File: src/dcache_defs.svh
`ifndef DCACHE_DEFS_SVH
`define DCACHE_DEFS_SVH

// byte address bits in use; the upper bus address bits stay zero.
`define DC_ADDR_BITS 16

`define DC_SETS 32
`define DC_SET_BITS 5

// one line holds a single 8-byte word.
`define DC_OFFSET_BITS 3

`define DC_TAG_BITS (`DC_ADDR_BITS - `DC_SET_BITS - `DC_OFFSET_BITS)

// victims waiting to be written back.
`define RETIRE_SIZE 4

// the bus response and the load return tag share this width.
`define BUS_TAG_BITS 4

`endif

File: src/dcache_pkg.sv
package dcache_pkg;

	`include "dcache_defs.svh"

	typedef enum logic [1:0] {
		BUS_NONE  = 2'h0,
		BUS_LOAD  = 2'h1,
		BUS_STORE = 2'h2
	} bus_command_e;

	typedef enum logic {
		OP_LOAD  = 1'b0,
		OP_STORE = 1'b1
	} cpu_op_e;

	typedef enum logic [2:0] {
		S_IDLE,
		S_LOOKUP,
		S_EVICT,
		S_FETCH,
		S_WAIT,
		S_FILL
	} ctrl_state_e;

	typedef struct packed {
		cpu_op_e                  op;
		logic [`DC_ADDR_BITS-1:0] addr;
		logic [63:0]              wdata;
	} cpu_req_t;

	typedef struct packed {
		logic [63:0] rdata;
	} cpu_rsp_t;

	typedef struct packed {
		logic [63:0]             data;
		logic [`DC_TAG_BITS-1:0] tag;
		logic                    valid;
		logic                    dirty;
	} cache_line_t;

	typedef struct packed {
		cache_line_t             line;
		logic [`DC_SET_BITS-1:0] idx;
	} evict_t;

	typedef struct packed {
		logic [63:0] address;
		logic [63:0] data;
		logic        valid;
	} retire_entry_t;

	typedef struct packed {
		bus_command_e command;
		logic [63:0]  addr;
		logic [63:0]  data;
	} mem_req_t;

	typedef struct packed {
		logic [`BUS_TAG_BITS-1:0] response; // zero when the request was not taken.
		logic [63:0]              data;
		logic [`BUS_TAG_BITS-1:0] tag;      // zero when nothing returns this cycle.
	} mem_rsp_t;

endpackage

File: src/dcache_array.sv
`timescale 1ns/100ps
`include "dcache_defs.svh"

module dcache_array (
	input  logic                    clock,
	input  logic                    reset,
	input  logic [`DC_SET_BITS-1:0] rd_idx,
	output dcache_pkg::cache_line_t rd_line,
	input  logic                    wr_en,
	input  logic [`DC_SET_BITS-1:0] wr_idx,
	input  dcache_pkg::cache_line_t wr_line
);

	logic [63:0]             data_mem [`DC_SETS];
	logic [`DC_TAG_BITS-1:0] tag_mem [`DC_SETS];
	logic [`DC_SETS-1:0]     valid_bits;
	logic [`DC_SETS-1:0]     dirty_bits;

	always_comb begin
		rd_line.data  = data_mem[rd_idx];
		rd_line.tag   = tag_mem[rd_idx];
		rd_line.valid = valid_bits[rd_idx];
		rd_line.dirty = dirty_bits[rd_idx];
	end

	always_ff @(posedge clock) begin
		if (wr_en) begin
			data_mem[wr_idx] <= wr_line.data;
			tag_mem[wr_idx]  <= wr_line.tag;
		end
	end

	// data and tags mean nothing until the valid bit is set.
	always_ff @(posedge clock) begin
		if (reset) begin
			valid_bits <= '0;
			dirty_bits <= '0;
		end else if (wr_en) begin
			valid_bits[wr_idx] <= wr_line.valid;
			dirty_bits[wr_idx] <= wr_line.dirty;
		end
	end

endmodule

File: src/retire_buffer.sv
`timescale 1ns/100ps
`include "dcache_defs.svh"

module retire_buffer (
	input  logic                     clock,
	input  logic                     reset,
	input  logic                     evict_valid,
	input  dcache_pkg::evict_t       evict,
	input  logic [63:0]              lookup_addr,
	output logic                     lookup_hit,
	output logic [63:0]              lookup_data,
	output dcache_pkg::mem_req_t     store_req,
	input  logic [`BUS_TAG_BITS-1:0] store_response,
	output logic                     full
);

	localparam int PTR_BITS = $clog2(`RETIRE_SIZE) + 1;

	dcache_pkg::retire_entry_t [`RETIRE_SIZE-1:0] queue;
	dcache_pkg::retire_entry_t [`RETIRE_SIZE-1:0] queue_next;
	logic [PTR_BITS-1:0] tail;
	logic [PTR_BITS-1:0] tail_next;

	logic send_request;
	logic accepted;
	logic enqueue;

	assign full     = (tail == PTR_BITS'(`RETIRE_SIZE));
	assign accepted = send_request && (store_response != '0);
	assign enqueue  = evict_valid && evict.line.dirty && !full;

	// the head entry is the oldest victim and is always the one on the bus.
	always_comb begin
		if (send_request) begin
			store_req.command = dcache_pkg::BUS_STORE;
			store_req.addr    = queue[0].address;
			store_req.data    = queue[0].data;
		end else begin
			store_req.command = dcache_pkg::BUS_NONE;
			store_req.addr    = '0;
			store_req.data    = '0;
		end
	end

	always_comb begin
		queue_next = queue;
		tail_next  = tail;

		if (accepted) begin
			queue_next = {dcache_pkg::retire_entry_t'('0), queue[`RETIRE_SIZE-1:1]};
			tail_next  = tail - 1'b1;
		end

		// a victim lands behind whatever survives this cycle's shift.
		if (enqueue) begin
			queue_next[tail_next[PTR_BITS-2:0]] = '{
				address: {{(64-`DC_ADDR_BITS){1'b0}}, evict.line.tag, evict.idx,
					{`DC_OFFSET_BITS{1'b0}}},
				data:    evict.line.data,
				valid:   1'b1
			};
			tail_next = tail_next + 1'b1;
		end
	end

	// higher slots are younger, so the last match in the scan wins.
	always_comb begin
		lookup_hit  = 1'b0;
		lookup_data = '0;
		for (int i = 0; i < `RETIRE_SIZE; i++) begin
			if (queue[i].valid && (queue[i].address == lookup_addr)) begin
				lookup_hit  = 1'b1;
				lookup_data = queue[i].data;
			end
		end
	end

	always_ff @(posedge clock) begin
		if (reset) begin
			queue        <= '0;
			tail         <= '0;
			send_request <= 1'b0;
		end else begin
			queue <= queue_next;
			tail  <= tail_next;
			if (send_request) begin
				send_request <= !accepted; // hold the store until memory takes it.
			end else begin
				send_request <= (tail != '0);
			end
		end
	end

endmodule

File: src/mem_bus_arbiter.sv
`timescale 1ns/100ps
`include "dcache_defs.svh"

module mem_bus_arbiter (
	input  logic                     clock,
	input  logic                     reset,
	input  dcache_pkg::mem_req_t     fill_req,
	input  dcache_pkg::mem_req_t     store_req,
	input  logic                     full,
	output logic [`BUS_TAG_BITS-1:0] fill_response,
	output logic [`BUS_TAG_BITS-1:0] store_response,
	output dcache_pkg::mem_req_t     mem_req,
	input  logic [`BUS_TAG_BITS-1:0] mem_rsp_response
);

	logic fill_active;
	logic store_active;
	logic sel_fill;
	logic hold;
	logic hold_fill;

	assign fill_active  = (fill_req.command != dcache_pkg::BUS_NONE);
	assign store_active = (store_req.command != dcache_pkg::BUS_NONE);

	// fills go first so a miss is not stalled behind write-back traffic.
	always_comb begin
		if (hold) begin
			sel_fill = hold_fill; // a refused request keeps the bus.
		end else if (store_active && (full || !fill_active)) begin
			sel_fill = 1'b0;
		end else begin
			sel_fill = 1'b1;
		end
	end

	assign mem_req        = sel_fill ? fill_req : store_req;
	assign fill_response  = (sel_fill && fill_active) ? mem_rsp_response : '0;
	assign store_response = (!sel_fill && store_active) ? mem_rsp_response : '0;

	always_ff @(posedge clock) begin
		if (reset) begin
			hold      <= 1'b0;
			hold_fill <= 1'b0;
		end else begin
			hold      <= (mem_req.command != dcache_pkg::BUS_NONE) && (mem_rsp_response == '0);
			hold_fill <= sel_fill;
		end
	end

endmodule

File: src/dcache_ctrl.sv
`timescale 1ns/100ps
`include "dcache_defs.svh"

module dcache_ctrl (
	input  logic                     clock,
	input  logic                     reset,
	input  logic                     cpu_req_valid,
	output logic                     cpu_req_ready,
	input  dcache_pkg::cpu_req_t     cpu_req,
	output logic                     cpu_rsp_valid,
	output dcache_pkg::cpu_rsp_t     cpu_rsp,
	output logic [`DC_SET_BITS-1:0]  rd_idx,
	input  dcache_pkg::cache_line_t  rd_line,
	output logic                     wr_en,
	output logic [`DC_SET_BITS-1:0]  wr_idx,
	output dcache_pkg::cache_line_t  wr_line,
	output logic                     evict_valid,
	output dcache_pkg::evict_t       evict,
	input  logic                     retire_full,
	output logic [63:0]              lookup_addr,
	input  logic                     lookup_hit,
	input  logic [63:0]              lookup_data,
	output dcache_pkg::mem_req_t     fill_req,
	input  logic [`BUS_TAG_BITS-1:0] fill_response,
	input  logic [63:0]              mem_data,
	input  logic [`BUS_TAG_BITS-1:0] mem_tag
);

	dcache_pkg::ctrl_state_e  state;
	dcache_pkg::ctrl_state_e  state_next;
	dcache_pkg::cpu_req_t     req_q;
	logic [63:0]              line_q;
	logic [`BUS_TAG_BITS-1:0] bus_tag_q;

	logic [`DC_SET_BITS-1:0] req_idx;
	logic [`DC_TAG_BITS-1:0] req_tag;
	logic is_store;
	logic hit;
	logic fetch_issue;
	logic fill_back;

	assign req_idx     = req_q.addr[`DC_OFFSET_BITS +: `DC_SET_BITS];
	assign req_tag     = req_q.addr[`DC_ADDR_BITS-1 -: `DC_TAG_BITS];
	assign is_store    = (req_q.op == dcache_pkg::OP_STORE);
	assign hit         = rd_line.valid && (rd_line.tag == req_tag);
	assign fetch_issue = (state == dcache_pkg::S_FETCH) && !lookup_hit;
	assign fill_back   = (state == dcache_pkg::S_WAIT) && (mem_tag == bus_tag_q);

	assign cpu_req_ready = (state == dcache_pkg::S_IDLE);
	assign rd_idx        = req_idx;
	assign wr_idx        = req_idx;
	assign lookup_addr   = {{(64-`DC_ADDR_BITS){1'b0}}, req_tag, req_idx,
		{`DC_OFFSET_BITS{1'b0}}};

	// the victim is whatever line currently sits in the set.
	assign evict_valid = (state == dcache_pkg::S_EVICT) && !retire_full;
	assign evict       = '{line: rd_line, idx: req_idx};

	assign fill_req = '{
		command: fetch_issue ? dcache_pkg::BUS_LOAD : dcache_pkg::BUS_NONE,
		addr:    lookup_addr,
		data:    '0
	};

	// a store overwrites the whole word, so fill data is only kept for loads.
	assign wr_en = (state == dcache_pkg::S_FILL) ||
		((state == dcache_pkg::S_LOOKUP) && hit && is_store);
	assign wr_line = '{
		data:  is_store ? req_q.wdata : line_q,
		tag:   req_tag,
		valid: 1'b1,
		dirty: is_store
	};

	always_comb begin
		state_next = state;
		case (state)
			dcache_pkg::S_IDLE: begin
				if (cpu_req_valid) state_next = dcache_pkg::S_LOOKUP;
			end
			dcache_pkg::S_LOOKUP: begin
				if (hit) state_next = dcache_pkg::S_IDLE;
				else if (rd_line.valid && rd_line.dirty) state_next = dcache_pkg::S_EVICT;
				else state_next = dcache_pkg::S_FETCH;
			end
			dcache_pkg::S_EVICT: begin
				if (!retire_full) state_next = dcache_pkg::S_FETCH;
			end
			dcache_pkg::S_FETCH: begin
				if (lookup_hit) state_next = dcache_pkg::S_FILL; // forwarded from the buffer.
				else if (fill_response != '0) state_next = dcache_pkg::S_WAIT;
			end
			dcache_pkg::S_WAIT: begin
				if (fill_back) state_next = dcache_pkg::S_FILL;
			end
			default: state_next = dcache_pkg::S_IDLE;
		endcase
	end

	always_ff @(posedge clock) begin
		if (reset) begin
			state         <= dcache_pkg::S_IDLE;
			cpu_rsp_valid <= 1'b0;
		end else begin
			state         <= state_next;
			cpu_rsp_valid <= ((state == dcache_pkg::S_LOOKUP) && hit) ||
				(state == dcache_pkg::S_FILL);
		end
	end

	always_ff @(posedge clock) begin
		if (cpu_req_valid && cpu_req_ready) req_q <= cpu_req;
		if ((state == dcache_pkg::S_FETCH) && lookup_hit) line_q <= lookup_data;
		if (fill_back) line_q <= mem_data;
		if (fetch_issue && (fill_response != '0)) bus_tag_q <= fill_response;
		if (is_store) begin
			cpu_rsp.rdata <= '0;
		end else begin
			cpu_rsp.rdata <= (state == dcache_pkg::S_FILL) ? line_q : rd_line.data;
		end
	end

endmodule

File: src/dcache_top.sv
`timescale 1ns/100ps
`include "dcache_defs.svh"

module dcache_top (
	input  logic                 clock,
	input  logic                 reset,
	input  logic                 cpu_req_valid,
	output logic                 cpu_req_ready,
	input  dcache_pkg::cpu_req_t cpu_req,
	output logic                 cpu_rsp_valid,
	output dcache_pkg::cpu_rsp_t cpu_rsp,
	output dcache_pkg::mem_req_t mem_req,
	input  dcache_pkg::mem_rsp_t mem_rsp
);

	logic [`DC_SET_BITS-1:0]  rd_idx;
	logic [`DC_SET_BITS-1:0]  wr_idx;
	dcache_pkg::cache_line_t  rd_line;
	dcache_pkg::cache_line_t  wr_line;
	logic                     wr_en;
	logic                     evict_valid;
	dcache_pkg::evict_t       evict;
	logic                     retire_full;
	logic [63:0]              lookup_addr;
	logic                     lookup_hit;
	logic [63:0]              lookup_data;
	dcache_pkg::mem_req_t     fill_req;
	dcache_pkg::mem_req_t     store_req;
	logic [`BUS_TAG_BITS-1:0] fill_response;
	logic [`BUS_TAG_BITS-1:0] store_response;

	dcache_ctrl dcache_ctrl_inst (
		.clock(clock), .reset(reset),
		.cpu_req_valid(cpu_req_valid), .cpu_req_ready(cpu_req_ready), .cpu_req(cpu_req),
		.cpu_rsp_valid(cpu_rsp_valid), .cpu_rsp(cpu_rsp),
		.rd_idx(rd_idx), .rd_line(rd_line),
		.wr_en(wr_en), .wr_idx(wr_idx), .wr_line(wr_line),
		.evict_valid(evict_valid), .evict(evict), .retire_full(retire_full),
		.lookup_addr(lookup_addr), .lookup_hit(lookup_hit), .lookup_data(lookup_data),
		.fill_req(fill_req), .fill_response(fill_response),
		.mem_data(mem_rsp.data), .mem_tag(mem_rsp.tag)
	);

	dcache_array dcache_array_inst (
		.clock(clock), .reset(reset),
		.rd_idx(rd_idx), .rd_line(rd_line),
		.wr_en(wr_en), .wr_idx(wr_idx), .wr_line(wr_line)
	);

	retire_buffer retire_buffer_inst (
		.clock(clock), .reset(reset),
		.evict_valid(evict_valid), .evict(evict),
		.lookup_addr(lookup_addr), .lookup_hit(lookup_hit), .lookup_data(lookup_data),
		.store_req(store_req), .store_response(store_response), .full(retire_full)
	);

	mem_bus_arbiter mem_bus_arbiter_inst (
		.clock(clock), .reset(reset),
		.fill_req(fill_req), .store_req(store_req), .full(retire_full),
		.fill_response(fill_response), .store_response(store_response),
		.mem_req(mem_req), .mem_rsp_response(mem_rsp.response)
	);

endmodule

File: config.mk
export PLATFORM = sky130hd
export DESIGN_NAME = dcache_top
export DESIGN_NICKNAME = d
export VERILOG_FILES = /design/src/dcache_pkg.sv /design/src/dcache_array.sv /design/src/retire_buffer.sv /design/src/mem_bus_arbiter.sv /design/src/dcache_ctrl.sv /design/src/dcache_top.sv
export VERILOG_INCLUDE_DIRS = /design/src /design/src/src
export SDC_FILE = /design/constraint.sdc
export NUM_CORES = 2
export LEC_CHECK = 0
export ABC_AREA = 0
export ABC_CLOCK_PERIOD_IN_PS = 14300
export CAP_MARGIN = 40
export CORE_ASPECT_RATIO = 1.25
export CORE_MARGIN = 1
export CORE_UTILIZATION = 30
export DETAILED_ROUTE_END_ITERATION = 12
export DONT_BUFFER_PORTS = 1
export PLACE_DENSITY = 0.43
export SLEW_MARGIN = 20
export SYNTH_ARGS = -nofsm -noshare
export SYNTH_HDL_FRONTEND = slang
export SYNTH_SLANG_ARGS = --single-unit
File: constraint.sdc
create_clock -name clock -period 14.3 [get_ports clock]
set_input_delay 2.86 -clock clock [delete_from_list [all_inputs] [get_ports clock]]
set_output_delay 2.86 -clock clock [all_outputs]
set_load 0.01 [all_outputs]
==> impl_metrics.ini <==
[final_layout]
fin_area_mm2 = 0.142
final_cells = 13400
final_nets = 7854
drive_gt1_share_pct = 19.8
area.growth.synth_to_final_pct = 15.6
final_util_pct = 34.8

[place]
io_buffers = 0
placed_cell_area_mm2 = 0.131
dp_hpwl_um = 232000
place.gp.congestion = 0.787
dp.cells = 12800
dp_slack_ps = 6780

[timing]
rsz0062_at_grt = false
worst_pin_slew_ps = 1680
fmax_mhz = 123
fin_crit_sh_pct = 56.7
finalClockSkew_ps = 97.4
final_max_slew_viol_count = 63
period_needed_ps = 8110
setup-tns-final_ps = 0
timing.slew.headroom_pct = -12.2
layout_setup_ws_ps = 6190
hold_violations = 0
finalSetupViolCount = 0

[min_path]
hold_class = flop to flop
hold_depth = 2

[clock_network]
cts_tree = done
path_clk_slew_ps = 60
clock_tree.buffer_depth = 4
cts_sinks = 3109
postCtsHoldBufs = 0
cts.repair.resized = 0
cts_inserted_buffers = 339
htree_levels = 5
cts_setup_buffers = 0
cts-root-buf = clkbuf_16
clk_latency_ps = 1000

[floorplan]
core-area_mm2 = 0.407
die_h_um = 717
dieArea_mm2 = 0.412
fp.dieW_um = 574
fp-row-count = 262
boundaryPins = 352
start_util_pct = 30.1

[yosys]
synthAdderAreaFrac_pct = 0.0612
synthMuxAreaShare_pct = 15.1
synth-compound-area-share_pct = 4.65
synth_seq_cells = 3109
ys.flop_type = edfxtp_1
syn_area_per_cell_um2 = 16.1
syn_inst = 7626
yosysSeqAreaShare_pct = 70.7
yosys.area_share.simple_pct = 7.08
synth_edf_count = 2450
netlist_area_mm2 = 0.123
synth_warnings = 0
synth_xor_area_share_pct = 0.457
synth_cell_types = 64
synth_nets = 7788
synth_top_family_by_area = multiplexers
synthArstFlopShare_pct = 0

[route]
post-route-drc-count = 0
via_per_inst = 5.26
drtIter0Drc = 6589
wl_per_cell_um = 30.6
ant_nets = 0
wl_um = 410000
vias = 70500
drt_pass1_iterations = 8

[worst_setup_path]
path_class = flop to output pin
cp_slowest_cell = buf_4
cp_top_family = simple AND/OR/NAND/NOR gates
cp.arrival_ps = 5250
end_kind = output pin
required_ps = 11440
cp-start-kind = flop
path_buf_inv = 3
cp_max_fo = 89
cp.depth = 12
worstRegToRegCells = 13
critical_path.max_stage_delay_ps = 530
path_cells = nor4_1 > nand4_1 > nor4_1 > nand4_1 > buf_12 > nand4b_1 > o21a_1 > nor2_2 > buf_8 > nor2b_4 > buf_4 > and2_1

[pwr]
clockPowerShare_pct = 39.6
p_switching_mw = 5.88
p_leak_nw = 45.6
swShare_pct = 26.7
internal_power_mw = 16.1
p_comb_share_pct = 14.4
irDropWorstVdd_uv = 96.2
seqPwrFrac_pct = 46.0
power.density_mw_per_mm2 = 155

[job]
max_cap_viol_count = 0

[grt]
grt_pass1_vias = 70900
grtUsageTotal_pct = 19.5
antenna_found_initial = 39
grt_pass1_wl_um = 569000
overflow = 0
grt_start_max_net_pins = 290

[status]
failed_checks = slew limit
status = complete, but fails checks
## flip-flops by register name, summed over array words and instances (netlist names), named ones only
signal	flops
retire_buffer_inst.tail	3
dcache_array_inst.valid_bits	32
retire_buffer_inst.queue	516
dcache_array_inst.data_mem	2048
dcache_ctrl_inst.evict	5
dcache_ctrl_inst.is_store	1
dcache_ctrl_inst.cpu_rsp_valid	1
mem_bus_arbiter_inst.hold_fill	1
dcache_ctrl_inst.cpu_rsp	64
dcache_array_inst.tag_mem	256
dcache_ctrl_inst.fill_req	8
retire_buffer_inst.send_request	1
dcache_ctrl_inst.req_q	64
mem_bus_arbiter_inst.hold	1
dcache_ctrl_inst.bus_tag_q	4
dcache_ctrl_inst.line_q	64
dcache_ctrl_inst.state	3
dcache_array_inst.dirty_bits	32
## metrics by stage
stage / total power [mW] / hold WS (ps)
after floorplan: 12.2 / 422
final: 22.0 / 436
after detailed placement: 13.5 / 438
after global placement: 13.3 / 435
after global routing: 22.8 / 459
after CTS: 22.3 / 446
## Yosys cell counts, types with 3 or more instances
cell type	n	area, µm²
buf_4	10	75.1
nand2b_1	8	50.1
or2_2	6	37.5
nor4b_1	5	43.8
xor2_1	42	368
buf_6	5	56.3
a211oi_1	201	1510
buf_2	48	240
edfxtp_1	2450	73600
or4_1	5	37.5
nor2_1	377	1420
o21ai_1	5	25.0
a32oi_1	12	105
nand2_1	1017	3820
a311oi_1	33	289
inv_1	63	236
nor2b_1	12	75.1
nor3_1	34	170
mux4_2	683	15400
dfxtp_1	659	13200
o211a_1	3	30.0
a21o_1	3	22.5
o31ai_1	4	30.0
nand4b_1	3	26.3
o21a_1	7	52.6
nand3_1	74	370
ha_1	6	75.1
nor4_1	57	357
o21ai_0	114	571
nor4_4	4	85.1
mux2_2	74	833
nand4_1	20	125
a31oi_1	194	1210
buf_1	87	327
mux2i_1	235	2350
nand3b_1	3	22.5
a21oi_1	264	1320
xnor2_1	22	193
and2_1	176	1100
a22oi_1	45	338
o2111ai_1	6	52.6
and4_1	5	43.8
clkbuf_1	383	1440
and3_1	136	851
## placed cells by master, fill, tap and decap left out, types with 66 or more instances in the layout
master,n
nand2_1,1010
nor2_1,375
mux2_2,74
and2_1,176
a21oi_1,264
a211oi_1,201
clkbuf_1,73
mux4_2,683
edfxtp_1,2450
dfxtp_1,655
o21ai_0,114
nand3_1,74
clkinv_1,66
and3_1,136
clkbuf_16,351
mux2i_1,229
buf_4,163
a31oi_1,193
## final cells by class
cell class | count | area (µm²)
Tap cell | 5412 | 6770
Clock buffer | 439 | 9260
Antenna cell | 15 | 37.5
Sequential cell | 3109 | 86800
Fill cell | 38700 | 265000
Inverter | 64 | 345
Clock inverter | 180 | 1670
Timing Repair Buffer | 258 | 3150
Multi-Input combinational cell | 3920 | 33900
## final timing paths
| kind | end | slack [ps] | from |
|---|---|---|---|
| max | mem_req[28] | 6190 | retire_buffer_inst.queue[501]$_SDFF_PP0_ |
| min | retire_buffer_inst.queue[353]$_SDFF_PP0_ | 440 | retire_buffer_inst.queue[482]$_SDFF_PP0_ |
| max reg2reg | dcache_array_inst.data_mem[7][7]$_DFFE_PP_ | 6820 | flop |
| min reg2reg | retire_buffer_inst.queue[353]$_SDFF_PP0_ | 440 | retire_buffer_inst.queue[482]$_SDFF_PP0_ |
## logic make-up after synthesis
kind of cell | count (synthesis)
flip-flops | 3109
AND/OR/NAND/NOR | 1950
multiplexers | 992
AO/OA/AOI/OAI | 908
buffers and inverters | 597
XOR/XNOR | 64
adder cells (fa/ha/maj) | 6
## routing by layer
layer	share of wire, %	GRT usage (%)
met1	43	25.9
met2	50	33.7
met3	5.5	2.84
met4	2.1	4.54
met5	0.019	0
## worst register-to-register path, cell delays in order (launching register included)
cell and delay (ps):
dfxtp_4 820, buf_4 420, buf_16 280, buf_12 540
mux4_2 700, nand2_1 90, a311o_1 310, a21o_1 170
nand3b_1 330, nor4_4 820, o21ai_0 500, inv_6 410
buf_4 810, buf_4 790
## power groups by stage
stage / clock network [mW] / logic [mW] / registers [mW]
final: 8.71 / 3.17 / 10.1
after detailed placement: 0 / 3.19 / 10.3
after global routing: 9.27 / 3.36 / 10.1
after CTS: 8.95 / 3.19 / 10.1
after global placement: 0 / 3.02 / 10.3
after floorplan: 0 / 1.98 / 10.3
Power figures use the tool's default switching activity.
